$ cat src/rtl/mips_pkg.sv
`default_nettype none

package mips_pkg;

    // Widths
    localparam int DATA_W     = 32;
    localparam int REG_ADDR_W = 5;
    localparam int IMEM_WORDS = 64;
    localparam int PC_W       = 6;
    localparam int BYTE_W     = 8;
    localparam int IMM_W      = 16;
    localparam int SHAMT_W    = 5;

    typedef logic [DATA_W-1:0]     word_t;
    typedef logic [REG_ADDR_W-1:0] reg_addr_t;
    typedef logic [PC_W-1:0]       pc_t;
    typedef logic [BYTE_W-1:0]     byte_t;
    typedef logic [IMM_W-1:0]      imm_t;
    typedef logic [SHAMT_W-1:0]    shamt_t;

    // Opcodes of the supported subset
    localparam logic [5:0] OP_RTYPE = 6'h00;
    localparam logic [5:0] OP_ADDIU = 6'h09;
    localparam logic [5:0] OP_SLTI  = 6'h0a;
    localparam logic [5:0] OP_ANDI  = 6'h0c;
    localparam logic [5:0] OP_ORI   = 6'h0d;
    localparam logic [5:0] OP_XORI  = 6'h0e;
    localparam logic [5:0] OP_LUI   = 6'h0f;

    // R-type function codes
    localparam logic [5:0] FN_SLL  = 6'h00;
    localparam logic [5:0] FN_SRL  = 6'h02;
    localparam logic [5:0] FN_ADDU = 6'h21;
    localparam logic [5:0] FN_SUBU = 6'h23;
    localparam logic [5:0] FN_AND  = 6'h24;
    localparam logic [5:0] FN_OR   = 6'h25;
    localparam logic [5:0] FN_XOR  = 6'h26;
    localparam logic [5:0] FN_NOR  = 6'h27;
    localparam logic [5:0] FN_SLT  = 6'h2a;

    typedef enum logic [3:0] {
        ALU_ADD,
        ALU_SUB,
        ALU_AND,
        ALU_OR,
        ALU_XOR,
        ALU_NOR,
        ALU_SLT,
        ALU_SLL,
        ALU_SRL,
        ALU_LUI
    } alu_op_e;

endpackage

`default_nettype wire

$ cat src/rtl/reg_file.sv
`timescale 1ns/1ns
`default_nettype none

module reg_file (
    input  logic                i_clock,
    input  logic                i_arst_n,
    input  mips_pkg::reg_addr_t i_rs_addr,
    input  mips_pkg::reg_addr_t i_rt_addr,
    input  logic                i_wr_en,
    input  mips_pkg::reg_addr_t i_wr_addr,
    input  mips_pkg::word_t     i_wr_data,
    output mips_pkg::word_t     o_rs_data,
    output mips_pkg::word_t     o_rt_data
);

    mips_pkg::word_t regs [1:31];

    always_ff @(posedge i_clock or negedge i_arst_n) begin
        if (!i_arst_n) begin
            for (int i = 1; i < 32; i++) begin
                regs[i] <= '0;
            end
        end else if (i_wr_en && i_wr_addr != '0) begin
            regs[i_wr_addr] <= i_wr_data;
        end
    end

    // Register 0 reads zero and a same-cycle write passes straight through
    assign o_rs_data = (i_rs_addr == '0) ? '0 :
                       (i_wr_en && i_wr_addr == i_rs_addr) ? i_wr_data : regs[i_rs_addr];
    assign o_rt_data = (i_rt_addr == '0) ? '0 :
                       (i_wr_en && i_wr_addr == i_rt_addr) ? i_wr_data : regs[i_rt_addr];

endmodule

`default_nettype wire

$ cat config.mk
export PLATFORM = sky130hd
export DESIGN_NAME = reg_file
export DESIGN_NICKNAME = d
export VERILOG_FILES = /design/src/rtl/mips_pkg.sv /design/src/rtl/reg_file.sv
export SDC_FILE = /design/constraint.sdc
export NUM_CORES = 2
export LEC_CHECK = 0
export BUFFER_PORTS_ARGS = -buffer_cell sky130_fd_sc_hd__clkbuf_2
export CAP_MARGIN = 30
export CORE_MARGIN = 2
export CORE_UTILIZATION = 65
export CTS_CLUSTER_DIAMETER = 80
export DETAILED_ROUTE_END_ITERATION = 16
export GPL_TIMING_DRIVEN = 0
export PLACE_DENSITY = 0.82
export SYNTH_ARGS = -nofsm -noshare
export SYNTH_HDL_FRONTEND = slang
export SYNTH_SLANG_ARGS = --single-unit
$ cat constraint.sdc
create_clock -name i_clock -period 5.3 [get_ports i_clock]
set_input_delay 0 -clock i_clock [delete_from_list [all_inputs] [get_ports i_clock]]
set_output_delay 0 -clock i_clock [all_outputs]
set_load 0.03 [all_outputs]
==> reports/metrics.cfg <==
[cts]
cts_tree = built
cts_sinks = 992
cts_resized = 0
cts_htree_levels = 3
clockRootBuffer = clkbuf_16
cts_made_buffers = 104
cts.reportedPaths.clkPinSlew_ns = 0.06
clock_path_buffers = 3
cts_hold_buf = 35
clk-insertion-delay-late_ns = 0.71
post_cts_buffers = 0

[sta]
relSlewSlack = 0.201
fin_crit_ns = 4.47
hold_slack_ns = 0.156
finalCritPeriodShare = 0.843
finalSetupTns_ns = 0
setup_viol = 0
tightest_slew_ns = 1.20
fin_skew_ns = 0
setup_ws_ns = 0.830
rsz0062_at_grt = no
final-hold-violation-count = 0
fmax_mhz = 224
report.final.slew_viol_count = 0

[setup_path]
cp_max_fo = 10
cp_slowest_cell = nor3_1
critPathMaxStageDelay_ns = 0.86
cp.required_ns = 5.30
worst-path-stages = 9
path_buf_inv = 4
crit_arrival_ns = 4.47
critical_path.cell_chain = buf_2 -> buf_2 -> nor2b_1 -> clkbuf_1 -> a221oi_1 -> nor3_1 -> a211oi_1 -> nor3_1 -> clkbuf_2
startpoint_type = input pin
ff2ff_path_depth = 1
cp_top_family = simple AND/OR/NAND/NOR gates
crit_type = in -> out
crit_path_end_kind = output pin

[floorplan]
fp.dieH_um = 291
die_w_um = 291
io_pins = 114
start_util = 0.656
num_rows = 105
coreArea_mm2 = 0.0818
dieArea_mm2 = 0.0849

[layout]
final_common_cell = mux2_2
reg_top3 = regs x992
final_core_util = 0.746
final_cell_area_mm2 = 0.0610
layout_common_cells = 1084 x mux2_2, 992 x dfrtp_1, 426 x mux4_2, 237 x clkbuf_1, 109 x clkbuf_16
area_growth_pct = 13.7
fillers = 5140
nNetsFinal = 4019
largest_register = regs
drive_gt1_frac = 0.499
fin_cells = 5142
largest_reg_flops = 992

[placement]
place_area_mm2 = 0.0569
finalWeightedCongestion = 1.08
placed_cells = 4889
portBuffers = 101
dpl.hpwl_mm = 155
dp_slack_ns = 1.57

[synth]
synth.distinct_cells = 60
synth-edff-count = 0
ys.flop_type = dfrtp_1
syn_inst = 3632
async_flop_share = 1.00
ys_seq_area_frac = 0.463
synth_area_mm2 = 0.0537
syn_area_per_cell_um2 = 14.8
yosysWarnings = 0
ys_ff_latch = 992
syn_nets = 3682

[drt]
drt_iter0_drc = 7409
wirelength_mm = 224
vias = 41300
ant_nets = 0
drc = 0
wl_per_cell_um = 43.5
via_per_inst = 8.03
first_pass_iters = 7

[grt]
grt_max_degree = 115
grt_pass1_vias = 41300
grt_usage = 0.533
grt_pass1_wl_mm = 310
overflow = 0
antenna_found_initial = 15

[min_path]
hold_path_depth = 3
hold_path_class = in -> reg

[power_and_ir_drop]
power_density_mw_per_mm2 = 386
finalPower_mw = 23.5
leakage_nw = 26.5
ir_drop_mv = 0.392

[run_status]
outcome = finished, final reports clean

[flow_run]
drv_cap = 0

==> cell families after synthesis <==
family | Yosys count | share of synthesized area
multiplexers | 1585 | 0.422
flip-flops | 992 | 0.463
buffers and inverters | 401 | 0.0357
AO/OA/AOI/OAI | 338 | 0.0517
AND/OR/NAND/NOR | 306 | 0.0267
XOR/XNOR | 10 | 0.00163
==> metal layers <==
| layer | wire (um) | track usage |
|---|---|---|
| met1 | 70700 | 0.623 |
| met2 | 89300 | 0.710 |
| met3 | 36900 | 0.285 |
| met4 | 26400 | 0.463 |
| met5 | 304 | 0.00794 |
==> area by class of cell <==
class	instances	area, um^2	area share
flip-flops and latches	992	24800	0.407
well taps	1070	1340	0.0219
diodes	19	47.5	0.000779
repair buffers	231	2420	0.0396
multi-input cells	2239	26900	0.441
inverters	2	7.51	0.000123
clock inverters	36	445	0.00730
plain buffers	399	1910	0.0314
clock buffers	154	3110	0.0509
==> worst paths after layout <==
path,start,to,slack (ns)
max in group asynchronous,i_arst_n,regs[205],3.45
hold / removal,i_wr_data[15],regs[15],0.16
setup reg to reg,regs[965],regs[965],4.41
hold reg to reg,regs[774],regs[774],0.52
min in group asynchronous,i_arst_n,regs[134],0.47
setup / recovery,i_rt_addr[1],o_rt_data[5],0.83
==> power breakdown <==
group	total (mW)	switching, mW	internal, mW
Combinational	5.54	2.66	2.88
Clock	7.76	3.23	4.52
Sequential	10.2	1.19	9.06
Total	23.5	7.08	16.5
==> synthesized netlist by cell type, drive strengths merged, types with 38 or more instances <==
cell | n | area [um^2]
a221oi | 70 | 632
nor2 | 101 | 379
a221o | 44 | 440
clkbuf | 217 | 815
mux2 | 1087 | 12200
mux4 | 430 | 9700
nand2 | 67 | 251
nor3 | 70 | 350
buf | 182 | 1090
mux2i | 68 | 681
dfrtp | 992 | 24800
a22o | 38 | 333
a211oi | 62 | 465
(Power assumes the default switching activity.)
