$ cat src/rtl/mips_pkg.sv
`default_nettype none

package mips_pkg;

    // Widths
    localparam int DATA_W     = 32;
    localparam int REG_ADDR_W = 5;
    localparam int IMEM_WORDS = 64;
    localparam int PC_W       = 6;
    localparam int BYTE_W     = 8;
    localparam int IMM_W      = 16;
    localparam int SHAMT_W    = 5;

    typedef logic [DATA_W-1:0]     word_t;
    typedef logic [REG_ADDR_W-1:0] reg_addr_t;
    typedef logic [PC_W-1:0]       pc_t;
    typedef logic [BYTE_W-1:0]     byte_t;
    typedef logic [IMM_W-1:0]      imm_t;
    typedef logic [SHAMT_W-1:0]    shamt_t;

    // Opcodes of the supported subset
    localparam logic [5:0] OP_RTYPE = 6'h00;
    localparam logic [5:0] OP_ADDIU = 6'h09;
    localparam logic [5:0] OP_SLTI  = 6'h0a;
    localparam logic [5:0] OP_ANDI  = 6'h0c;
    localparam logic [5:0] OP_ORI   = 6'h0d;
    localparam logic [5:0] OP_XORI  = 6'h0e;
    localparam logic [5:0] OP_LUI   = 6'h0f;

    // R-type function codes
    localparam logic [5:0] FN_SLL  = 6'h00;
    localparam logic [5:0] FN_SRL  = 6'h02;
    localparam logic [5:0] FN_ADDU = 6'h21;
    localparam logic [5:0] FN_SUBU = 6'h23;
    localparam logic [5:0] FN_AND  = 6'h24;
    localparam logic [5:0] FN_OR   = 6'h25;
    localparam logic [5:0] FN_XOR  = 6'h26;
    localparam logic [5:0] FN_NOR  = 6'h27;
    localparam logic [5:0] FN_SLT  = 6'h2a;

    typedef enum logic [3:0] {
        ALU_ADD,
        ALU_SUB,
        ALU_AND,
        ALU_OR,
        ALU_XOR,
        ALU_NOR,
        ALU_SLT,
        ALU_SLL,
        ALU_SRL,
        ALU_LUI
    } alu_op_e;

endpackage

`default_nettype wire

$ cat src/rtl/instr_fetch.sv
`timescale 1ns/1ns
`default_nettype none

module instr_fetch (
    input  logic                i_clock,
    input  logic                i_arst_n,
    input  logic                i_run,
    input  logic                i_load_valid,
    input  mips_pkg::byte_t     i_load_byte,
    output logic                o_load_ready,
    output logic                o_if_valid,
    output mips_pkg::word_t     o_if_instr
);

    localparam int CNT_W = mips_pkg::PC_W + 3;

    mips_pkg::word_t mem [mips_pkg::IMEM_WORDS];
    mips_pkg::word_t word_buf;
    mips_pkg::word_t fetch_word;
    mips_pkg::pc_t   pc;

    // Byte count; the top bit marks a full memory
    logic [CNT_W-1:0] load_cnt;
    logic             load_full;
    logic             load_fire;

    assign load_full    = load_cnt[CNT_W-1];
    assign o_load_ready = !i_run && !load_full;
    assign load_fire    = i_load_valid && o_load_ready;

    always_ff @(posedge i_clock or negedge i_arst_n) begin
        if (!i_arst_n) begin
            load_cnt <= '0;
        end else if (load_fire) begin
            load_cnt <= load_cnt + 1'b1;
        end
    end

    // Little-endian assembly, the last byte of a word commits it
    always_ff @(posedge i_clock) begin
        if (load_fire) begin
            word_buf <= {i_load_byte, word_buf[mips_pkg::DATA_W-1:mips_pkg::BYTE_W]};
            if (load_cnt[1:0] == 2'd3) begin
                mem[load_cnt[CNT_W-2:2]] <=
                    {i_load_byte, word_buf[mips_pkg::DATA_W-1:mips_pkg::BYTE_W]};
            end
        end
    end

    // Words never loaded fetch as zero
    assign fetch_word = ({1'b0, pc} < load_cnt[CNT_W-1:2]) ? mem[pc] : '0;

    always_ff @(posedge i_clock or negedge i_arst_n) begin
        if (!i_arst_n) begin
            pc         <= '0;
            o_if_valid <= 1'b0;
        end else begin
            o_if_valid <= i_run;
            if (i_run) begin
                pc <= pc + 1'b1;
            end
        end
    end

    always_ff @(posedge i_clock) begin
        if (i_run) begin
            o_if_instr <= fetch_word;
        end
    end

endmodule

`default_nettype wire

$ cat config.mk
export PLATFORM = sky130hd
export DESIGN_NAME = instr_fetch
export DESIGN_NICKNAME = d
export VERILOG_FILES = /design/src/rtl/mips_pkg.sv /design/src/rtl/instr_fetch.sv
export SDC_FILE = /design/constraint.sdc
export NUM_CORES = 2
export LEC_CHECK = 0
export BUFFER_PORTS_ARGS = -buffer_cell sky130_fd_sc_hd__buf_2
export CORE_ASPECT_RATIO = 1.2
export CORE_MARGIN = 2
export CORE_UTILIZATION = 45
export CTS_BUF_LIST = sky130_fd_sc_hd__clkbuf_4 sky130_fd_sc_hd__clkbuf_8
export DETAILED_ROUTE_END_ITERATION = 10
export PLACE_DENSITY = 0.63
export SYNTH_ARGS = -nofsm -noshare
export SYNTH_HDL_FRONTEND = slang
export SYNTH_SLANG_ARGS = --single-unit
$ cat constraint.sdc
create_clock -name i_clock -period 5.4 [get_ports i_clock]
set_clock_uncertainty 0.15 [all_clocks]
set_input_delay 0.27 -clock i_clock [delete_from_list [all_inputs] [get_ports i_clock]]
set_output_delay 0.27 -clock i_clock [all_outputs]
set_load 0.02 [all_outputs]
==> results.cfg <==
[status]
run_status = completed

[yosys]
dominant_combinational_cell_family_by_area_after_synthesis = multiplexers
yosysUniqueCellTypes = 55
muxShareOfSynthArea_pct = 14.85
synth_fa_ha_area_share_pct = 0.1083
netlist_top_cells_area = edfxtp_1 (78%), mux4_2 (12%), mux2i_1 (3.0%)
xor_and_xnor_area_share_after_synthesis_pct = 0.1192
synthesis.instances = 3621
yosys-top-cells-count = edfxtp_1 (2104), mux4_2 (424), mux2i_1 (243), nor2_1 (98), a211oi_1 (69)
ys_ff_latch = 2120
synth-edff-count = 2104
mappedNetlistArea_um2 = 80850
synth_compound_gate_area_share_pct = 3.392
yosys.area.top_type_share_pct = 78.15
synthesis.yosys.warnings = 0
dominantRegCellSynth = edfxtp_1
asyncSetResetFlopFracSynth_pct = 0.7547
basic_gate_share_of_the_synthesized_area_counting_and_or_nand_and_nor_cells_pct = 1.286
post-synth-top-count-cell = edfxtp_1
synth.largest_area_cell = edfxtp_1
seq_area_frac_synth_pct = 78.65
syn_avg_cell_area_um2 = 22.33
syn-num-nets = 3640

[global_route]
grt_max_degree = 113
grt_remaining_overflow = 0
first_global_vias = 40683
globalRouteTotalUtil_pct = 24.00
first_pass_grt_wire_length_um = 307100
initial_antenna_violation_count = 7

[drt]
drc = 0
detail_route.vias_per_cell = 6.132
detailroute.via_count = 40223
wire_per_inst_um = 33.37
antenna_violating_nets_post_route = 0
drt_pre_antenna_iters = 6
routed_wl_um = 218900
drt_iter0_markers = 5048

[final_layout]
final_util_pct = 51.08
drive_gt1_share_pct = 29.21
fin_area_um2 = 91260
final_nets = 4018
flow.area_growth_from_synthesis_pct = 12.88
n_fill_cell = 14021
final_cells = 6560

[sta]
slew_violations = 0
fin_setup_tns_ps = 0
slew-limit-headroom_pct = 9.631
worst-slew-pin-transition_ps = 1347
setup_violations = 0
setup_repair_after_global_routing_missed_its_margin = false
max_freq_mhz = 232.0
timing.final.crit_share_pct = 79.81
final.setup.worst_slack_ps = 1090
finalHoldViolations = 0
period_needed_ps = 4310

[floorplan]
floorplan.rows = 170
initial_utilization_pct = 45.25
chipHeight_um = 468.3
die_w_um = 390.9
fp.dieArea_um2 = 183100
design.portCount = 46
core_area_um2 = 178700

[setup_path]
timing.critical_path.to = mem[6][27]
critical_path.reg2reg.endpoint = mem[6][27]
worstRegToRegCells = 7
setup.worst_path.start_class = flip-flop
critical_path_class = flip-flop to flip-flop
r2r_slack_ps = 1090
crit-reg2reg-launch = load_cnt[8]
critPathArrivalTime_ps = 4900
critical_path.startpoint = load_cnt[8]
cp-end-kind = flip-flop
critical_path.max_fanout = 23
worst-endpoint-required_ps = 5990

[pwr]
pwr-share-comb_pct = 28.2
power_switching_mw = 14.19
power.density_nw_per_um2 = 489.5
power.internal_mw = 30.47
ir_worst_vdd_uv = 443.6
sequentialPowerShare_pct = 42.4
p_clk_share_pct = 29.4
netSwitchingFraction_pct = 31.78
p_leak_nw = 29.03

[clock_network]
clk_slew_on_worst_s_h_paths_ps = 70
cts_made_buffers = 333
clock_sinks = 2120
post_cts.resized_instances = 0
clock_tree_from_tritoncts = built
ctsHtreeMaxLevel = 5
clock_latency_ps = 1070
clock-root-buffer = clkbuf_8
cts-root-to-sink-buffers = 4

[placed_design]
gpl.final_weighted_congestion = 0.8438
port_buffers = 45
hpwlAfterDp_um = 127200
detailedPlace.worstSlack_ps = 1107
dpl.cell_count = 5973
dpl_cell_area_um2 = 84810

[worst_hold_path]
hp-class = input port to flip-flop

[job]
max_cap_viol_count = 0
critical path, stage by stage (launching register included):
cell and delay [ps]:
dfrtp_1 460, nor3b_4 210, dlygate4sd3_1 620, nand2_1 100, nor2_1 250, nand3_1 730, nor2_4 1120, buf_4 340
power groups by stage:
stage / clock network, mW / logic [mW] / registers [mW]
global route: 14.0 / 13.1 / 19.0
detailed placement: 0 / 12.6 / 19.3
CTS: 13.3 / 12.7 / 18.9
floorplan: 0 / 8.20 / 19.0
global placement: 0 / 12.6 / 19.3
finish: 13.1 / 12.6 / 18.9
per-stage QoR:
stage	hold slack, ps	power, mW
floorplan	-175.6	27.25
global placement	118.4	31.89
detailed placement	119.0	31.91
CTS	125.5	44.91
global route	194.4	46.05
finish	207.9	44.67
routing by layer:
metal | global-route usage, % | up-vias | wire (um)
met5 | 0 | - | 42
met4 | 9.027 | 6 | 8050
met3 | 4.457 | 376 | 17740
met2 | 39.81 | 1970 | 109000
met1 | 31.76 | 21687 | 84020
li1 | - | 16184 | -
registers in the layout, indices dropped and copies added, names as in the netlist:
signal / cells
load_cnt: 9
mem: 2048
o_if_instr: 32
o_if_valid: 1
pc: 6
word_buf: 24
layout make-up:
class	count	area [um^2]	share of cell area, %
timing repair buffer	239	1932	2.117
sequential	2120	63600	69.69
inverter	7	27.53	0.03016
antenna	3	7.507	0.008226
clock buffer	455	5549	6.081
multi-input combinational	1298	16500	18.08
tap	2322	2905	3.184
clock inverter	116	739.5	0.8103
cells by family (layout without fill, tap and decap cells):
logic type | after synthesis | in the layout
and+or+nand+nor | 233 | 233
buffers and inverters | 203 | 817
AOI/OAI and AO/OA | 378 | 378
other | 0 | 3
DFF | 2120 | 2120
xor gates and xnor gates | 11 | 11
muxes | 669 | 669
adders and majority gates | 7 | 7
cells in the final DEF, fill, tap and decap left out, types with 49 or more instances in the layout:
cell type	synthesis	routed
o22ai_1	64	64
mux2i_1	243	243
buf_4	39	165
clkbuf_4	0	114
a21oi_1	49	49
nor2_4	0	65
mux4_2	424	424
o221ai_1	53	53
a211oi_1	69	68
clkbuf_8	0	341
clkinv_1	1	72
nand2_1	64	64
edfxtp_1	2104	2104
worst min path at each step:
stage / startpoint / endpoint / slack (ps) / depth (start not counted)
floorplan: i_arst_n / load_cnt[0] / -180 / 0
global placement: i_arst_n / o_if_valid / 120 / 1
detailed placement: i_arst_n / o_if_valid / 120 / 1
CTS: i_load_valid / load_cnt[2] / 130 / 5
global route: i_load_valid / load_cnt[2] / 190 / 5
finish: i_load_valid / load_cnt[2] / 210 / 5
what timing repair did:
| action | in CTS | in global routing |
|---|---|---|
| buffers inserted | 0 | 0 |
| endpoints found under the hold margin | 601 | 0 |
| hold buffers | 12 | 0 |
Power figures use the tool's default switching activity.
