--- src/rtl/mips_pkg.sv ---
`default_nettype none

package mips_pkg;

    // Widths
    localparam int DATA_W     = 32;
    localparam int REG_ADDR_W = 5;
    localparam int IMEM_WORDS = 64;
    localparam int PC_W       = 6;
    localparam int BYTE_W     = 8;
    localparam int IMM_W      = 16;
    localparam int SHAMT_W    = 5;

    typedef logic [DATA_W-1:0]     word_t;
    typedef logic [REG_ADDR_W-1:0] reg_addr_t;
    typedef logic [PC_W-1:0]       pc_t;
    typedef logic [BYTE_W-1:0]     byte_t;
    typedef logic [IMM_W-1:0]      imm_t;
    typedef logic [SHAMT_W-1:0]    shamt_t;

    // Opcodes of the supported subset
    localparam logic [5:0] OP_RTYPE = 6'h00;
    localparam logic [5:0] OP_ADDIU = 6'h09;
    localparam logic [5:0] OP_SLTI  = 6'h0a;
    localparam logic [5:0] OP_ANDI  = 6'h0c;
    localparam logic [5:0] OP_ORI   = 6'h0d;
    localparam logic [5:0] OP_XORI  = 6'h0e;
    localparam logic [5:0] OP_LUI   = 6'h0f;

    // R-type function codes
    localparam logic [5:0] FN_SLL  = 6'h00;
    localparam logic [5:0] FN_SRL  = 6'h02;
    localparam logic [5:0] FN_ADDU = 6'h21;
    localparam logic [5:0] FN_SUBU = 6'h23;
    localparam logic [5:0] FN_AND  = 6'h24;
    localparam logic [5:0] FN_OR   = 6'h25;
    localparam logic [5:0] FN_XOR  = 6'h26;
    localparam logic [5:0] FN_NOR  = 6'h27;
    localparam logic [5:0] FN_SLT  = 6'h2a;

    typedef enum logic [3:0] {
        ALU_ADD,
        ALU_SUB,
        ALU_AND,
        ALU_OR,
        ALU_XOR,
        ALU_NOR,
        ALU_SLT,
        ALU_SLL,
        ALU_SRL,
        ALU_LUI
    } alu_op_e;

endpackage

`default_nettype wire

--- src/rtl/instr_decode.sv ---
`timescale 1ns/1ns
`default_nettype none

module instr_decode (
    input  logic                i_clock,
    input  logic                i_arst_n,
    input  logic                i_if_valid,
    input  mips_pkg::word_t     i_if_instr,
    input  mips_pkg::word_t     i_rs_data,
    input  mips_pkg::word_t     i_rt_data,
    output mips_pkg::reg_addr_t o_rs_addr,
    output mips_pkg::reg_addr_t o_rt_addr,
    output logic                o_id_valid,
    output mips_pkg::alu_op_e   o_id_alu_op,
    output logic                o_id_use_imm,
    output logic                o_id_wr_en,
    output mips_pkg::reg_addr_t o_id_dest,
    output mips_pkg::reg_addr_t o_id_rs,
    output mips_pkg::reg_addr_t o_id_rt,
    output mips_pkg::word_t     o_id_rs_data,
    output mips_pkg::word_t     o_id_rt_data,
    output mips_pkg::word_t     o_id_imm,
    output mips_pkg::shamt_t    o_id_shamt
);

    logic [5:0]          opcode;
    logic [5:0]          funct;
    mips_pkg::reg_addr_t rd;
    mips_pkg::imm_t      imm;
    mips_pkg::shamt_t    shamt;

    mips_pkg::alu_op_e   dec_alu_op;
    logic                dec_use_imm;
    logic                dec_known;
    logic                dec_sign_ext;
    logic                dec_wr_en;
    mips_pkg::reg_addr_t dec_dest;
    mips_pkg::word_t     dec_imm;

    assign opcode    = i_if_instr[31:26];
    assign o_rs_addr = i_if_instr[25:21];
    assign o_rt_addr = i_if_instr[20:16];
    assign rd        = i_if_instr[15:11];
    assign shamt     = i_if_instr[10:6];
    assign funct     = i_if_instr[5:0];
    assign imm       = i_if_instr[15:0];

    always_comb begin
        dec_alu_op   = mips_pkg::ALU_ADD;
        dec_use_imm  = 1'b1;
        dec_known    = 1'b1;
        dec_sign_ext = 1'b0;
        case (opcode)
            mips_pkg::OP_RTYPE: begin
                dec_use_imm = 1'b0;
                case (funct)
                    mips_pkg::FN_ADDU: dec_alu_op = mips_pkg::ALU_ADD;
                    mips_pkg::FN_SUBU: dec_alu_op = mips_pkg::ALU_SUB;
                    mips_pkg::FN_AND:  dec_alu_op = mips_pkg::ALU_AND;
                    mips_pkg::FN_OR:   dec_alu_op = mips_pkg::ALU_OR;
                    mips_pkg::FN_XOR:  dec_alu_op = mips_pkg::ALU_XOR;
                    mips_pkg::FN_NOR:  dec_alu_op = mips_pkg::ALU_NOR;
                    mips_pkg::FN_SLT:  dec_alu_op = mips_pkg::ALU_SLT;
                    mips_pkg::FN_SLL:  dec_alu_op = mips_pkg::ALU_SLL;
                    mips_pkg::FN_SRL:  dec_alu_op = mips_pkg::ALU_SRL;
                    default:           dec_known  = 1'b0;
                endcase
            end
            mips_pkg::OP_ADDIU: begin
                dec_alu_op   = mips_pkg::ALU_ADD;
                dec_sign_ext = 1'b1;
            end
            mips_pkg::OP_SLTI: begin
                dec_alu_op   = mips_pkg::ALU_SLT;
                dec_sign_ext = 1'b1;
            end
            mips_pkg::OP_ANDI: dec_alu_op = mips_pkg::ALU_AND;
            mips_pkg::OP_ORI:  dec_alu_op = mips_pkg::ALU_OR;
            mips_pkg::OP_XORI: dec_alu_op = mips_pkg::ALU_XOR;
            mips_pkg::OP_LUI:  dec_alu_op = mips_pkg::ALU_LUI;
            default:           dec_known  = 1'b0;
        endcase
    end

    // rd for R-type, rt otherwise; no write to r0
    assign dec_dest  = (opcode == mips_pkg::OP_RTYPE) ? rd : o_rt_addr;
    assign dec_wr_en = dec_known && (dec_dest != '0);
    assign dec_imm   = dec_sign_ext ?
        {{(mips_pkg::DATA_W-mips_pkg::IMM_W){imm[mips_pkg::IMM_W-1]}}, imm} :
        {{(mips_pkg::DATA_W-mips_pkg::IMM_W){1'b0}}, imm};

    always_ff @(posedge i_clock or negedge i_arst_n) begin
        if (!i_arst_n) begin
            o_id_valid <= 1'b0;
            o_id_wr_en <= 1'b0;
        end else begin
            o_id_valid <= i_if_valid;
            o_id_wr_en <= i_if_valid && dec_wr_en;
        end
    end

    always_ff @(posedge i_clock) begin
        o_id_alu_op  <= dec_alu_op;
        o_id_use_imm <= dec_use_imm;
        o_id_dest    <= dec_dest;
        o_id_rs      <= o_rs_addr;
        o_id_rt      <= o_rt_addr;
        o_id_rs_data <= i_rs_data;
        o_id_rt_data <= i_rt_data;
        o_id_imm     <= dec_imm;
        o_id_shamt   <= shamt;
    end

endmodule

`default_nettype wire

--- config.mk ---
export PLATFORM = sky130hd
export DESIGN_NAME = instr_decode
export DESIGN_NICKNAME = d
export VERILOG_FILES = /design/src/rtl/mips_pkg.sv /design/src/rtl/instr_decode.sv
export SDC_FILE = /design/constraint.sdc
export NUM_CORES = 1
export LEC_CHECK = 0
export BUFFER_PORTS_ARGS = -buffer_cell sky130_fd_sc_hd__buf_2
export CORE_AREA = 2 2 91 93
export CTS_CLUSTER_SIZE = 24
export DETAILED_ROUTE_END_ITERATION = 7
export DIE_AREA = 0 0 93 95
export GPL_ROUTABILITY_DRIVEN = 0
export PLACE_DENSITY = 0.73
export SLEW_MARGIN = 20
export SYNTH_ARGS = -nofsm -noshare
export SYNTH_HDL_FRONTEND = slang
export SYNTH_SLANG_ARGS = --single-unit
--- constraint.sdc ---
create_clock -name i_clock -period 1.4 [get_ports i_clock]
set_input_delay 0.42 -clock i_clock [delete_from_list [all_inputs] [get_ports i_clock]]
set_output_delay 0.42 -clock i_clock [all_outputs]
set_load 0.01 [all_outputs]
==> results.md <==
- Die area: 8840 um^2
- Critical Path Source Type: flip-flop
- FF+latch area: 2080 um^2
- Slew @ Worst Pin: 249 ps
- Die height: 95 um
- Critical path depth: 1
- Largest net degree at the start of global routing: 21
- Cell Chain, Critical Path: buf_2
- Initial Utilization: 33.3%
- Busiest grt layer: met2
- Syn_nets: 282
- Share of the core filled with cells: 51.2%
- Relative slew margins: 83.3%
- Yosys reg bits: 103
- Routed via count: 2144
- Fill count: 738
- Distinct cells, synth: 29
- Setup Viol. Count Final: 0
- LEAKAGE: 0.00213 uW
- Outcome: finished clean
- Tcrit/Tclk final: 96.1%
- Synth Warn #: 0
- Initial antenna violation count: 0
- Largest area contributor in the netlist: dfxtp_1
- Post-route ant nets: 0
- Crit end category: output pin
- WL per Instance: 12.6 um
- CTS root buf: clkbuf_8
- 1st-iter DRT viols: 28
- Htree depth: 3
- Fin nets: 513
- Area of the mapped netlist: 2640 um^2
- Post-CTS setup buffer count: 0
- Layout cell share with drive strength beyond 1: 64.4%
- Sequential Power Share: 56.7%
- Fmax: 0.743 GHz
- IO buf count: 231
- Min Hold Slack: 145 ps
- Post-synthesis sequential area ratio: 78.5%
- GR Util met1: 14.1%
- CTS buffer count: 9
- Worst path slowest cell: dfxtp_4
- Top FF cell, synth: dfxtp_1
- Number of synthesized flops with an enable pin: 0
- Tot GR Track Use: 14.3%
- Power Internal: 4110 uW
- Area occupied by multi-input gates: 338 um^2
- Max-slew violation count: 0
- CTS Sinks: 103
- Switching share of power: 25.2%
- Ports: 232
- Final Critical Period: 1350 ps
- Met3 GRT Util: 4.47%
- Hold depth: 1
- Crit. Startpoint: o_id_imm[16]
- Final Hold Fails: 0
- Sw power: 1380 uW
- Vias in the first global route: 2058
- Num rows: 33
- Peak VDD IR: 0.000589 V
- Syn-to-layout area delta: 53.7%
- Power Density: 1350 nW/um^2
- Maximum clock insertion buffer count: 2
- CTS tree: built
- # diodes: 0
- Post-synth ARST share: 1.94%
- Maxcap violations: 0
- Core ar.: 7930 um^2
- Synthesized instance count: 183
- First-pass GRT wire length: 9.57 mm
- Post-DP HPWL: 5.47 mm
- DRC viols: 0
- Vias/cell: 4.09
- Routed WL: 6.60 mm
- WP buf/inv: 1
- Synth top area share: 76.6%
- Top-count cell post-synth: dfxtp_1
- Gate power share: 9.6%
- Clock Pin Slew Worst Setup and Hold Paths: 110 ps
- Cell family with most CP delay: flip-flops
- GR Util met2: 26.8%
- Crit path largest cell delay: 420 ps
- Synth top area cells: dfxtp_1 (77%), buf_4 (8.5%), mux2_1 (2.1%), dfrtp_1 (1.9%), nor2_1 (1.3%)
- GRT overflow: 0
- Hold EP: o_id_rt_data[15]
- Clk pwr share: 33.8%
- Hold Path Class: primary input to flip-flop
- RSZ-0062 raised after global routing: true
- Initial DRT Pass Iterations: 4
- Synth top cells by count: dfxtp_1 (101), buf_4 (30), nor2_1 (9)
- Crit Path Class: flip-flop to output pin
- Worst EP required: 980 ps
- Worst hold start: i_rt_data[15]
- Die W: 93 um
- Crit Path Max Fanout: 16
- Worst EP arrival: 930 ps
- Syn avg cell area: 14.4 um^2
-- flip-flops by register name (all words and copies together) (netlist names) --
register      count
o_id_shamt        4
o_id_dest         5
o_id_wr_en        1
o_id_alu_op       4
o_id_rs_data     32
o_id_imm         13
o_id_rt           5
o_id_use_imm      1
o_id_rs           5
o_id_valid        1
o_id_rt_data     32
-- power by group through the flow --
| stage | Sequential [uW] | Clock, uW | Combinational (uW) |
|---|---|---|---|
| after floorplan | 3270 | 0 | 94.4 |
| after global placement | 3180 | 0 | 518 |
| after detailed placement | 3180 | 0 | 530 |
| after CTS | 3120 | 1930 | 533 |
| after global routing | 3130 | 2040 | 569 |
| final | 3110 | 1860 | 525 |
-- cell families after synthesis --
kind of cell,after synthesis,synth area share (%)
flops,103,78.5
xor+xnor,1,0.332
compound gates,13,4.60
simple gates,29,5.36
buf+inv,31,8.72
mux,6,2.51
-- timing repair --
item | CTS | global route
gates resized for setup | 2 | 0
endpoints found under the setup margin | 16 | 14
hold endpoints to repair | 2 | 0
hold buffers | 1 | 0
-- placed cells by master, fill, tap and decap left out --
| cell type | count |
|---|---|
| buf_2 | 231 |
| dfxtp_1 | 100 |
| buf_4 | 19 |
| clkbuf_8 | 10 |
| nor2_1 | 9 |
| nand2_1 | 6 |
| nand3_1 | 5 |
| mux2_1 | 5 |
| inv_8 | 3 |
| nor3_1 | 2 |
| o21ai_0 | 2 |
| o2bb2ai_1 | 2 |
| dfrtp_1 | 2 |
| and2_1 | 1 |
| o211ai_1 | 1 |
| a21oi_1 | 1 |
| and2b_1 | 1 |
| a21o_1 | 1 |
| and3_1 | 1 |
| o21ai_2 | 1 |
| a211oi_4 | 1 |
| a32o_1 | 1 |
| mux2i_1 | 1 |
| xor2_1 | 1 |
| o32ai_2 | 1 |
| or4_1 | 1 |
| or3_1 | 1 |
| o2111a_1 | 1 |
| nand4_1 | 1 |
| o31ai_1 | 1 |
| and4b_1 | 1 |
| inv_6 | 1 |
| inv_12 | 1 |
| clkinv_4 | 1 |
| dlygate4sd3_1 | 1 |
| dfxtp_4 | 1 |
-- per-stage QoR --
stage / setup TNS, ps / instances / power, uW / setup slack [ps] / instance area (um^2)
finish: 0 / 524 / 5490 / 54.3 / 4060
floorplan: -66.1 / 183 / 3360 / -66.1 / 2640
CTS: 0 / 524 / 5580 / 22.8 / 4060
global placement: -297 / 507 / 3700 / -224 / 3840
detailed placement: -591 / 507 / 3710 / -243 / 3840
global route: -36.4 / 524 / 5740 / -5.11 / 4060
-- final cells by class --
type	count	area share, %
Clock buffer	10	3.39
Clock inverter	6	1.66
Multi-Input combinational cell	49	8.32
Sequential cell	103	51.1
Tap cell	105	3.24
Timing Repair Buffer	251	32.2
-- per-layer routing --
metal  wire [um]  up-vias
met5           0        -
met4         135        0
met3         545       12
met2        3580      113
met1        2340      980
li1            -     1039
-- worst max path at each step --
| stage | endpoint | slack, ps |
|---|---|---|
| after floorplan | o_id_wr_en | -70 |
| after global placement | o_id_wr_en | -220 |
| after detailed placement | o_id_wr_en | -240 |
| after CTS | o_id_imm[20] | 20 |
| after global routing | o_id_imm[29] | -5 |
| final | o_id_imm[31] | 50 |
Note: power is estimated with default switching activity, not from simulation.
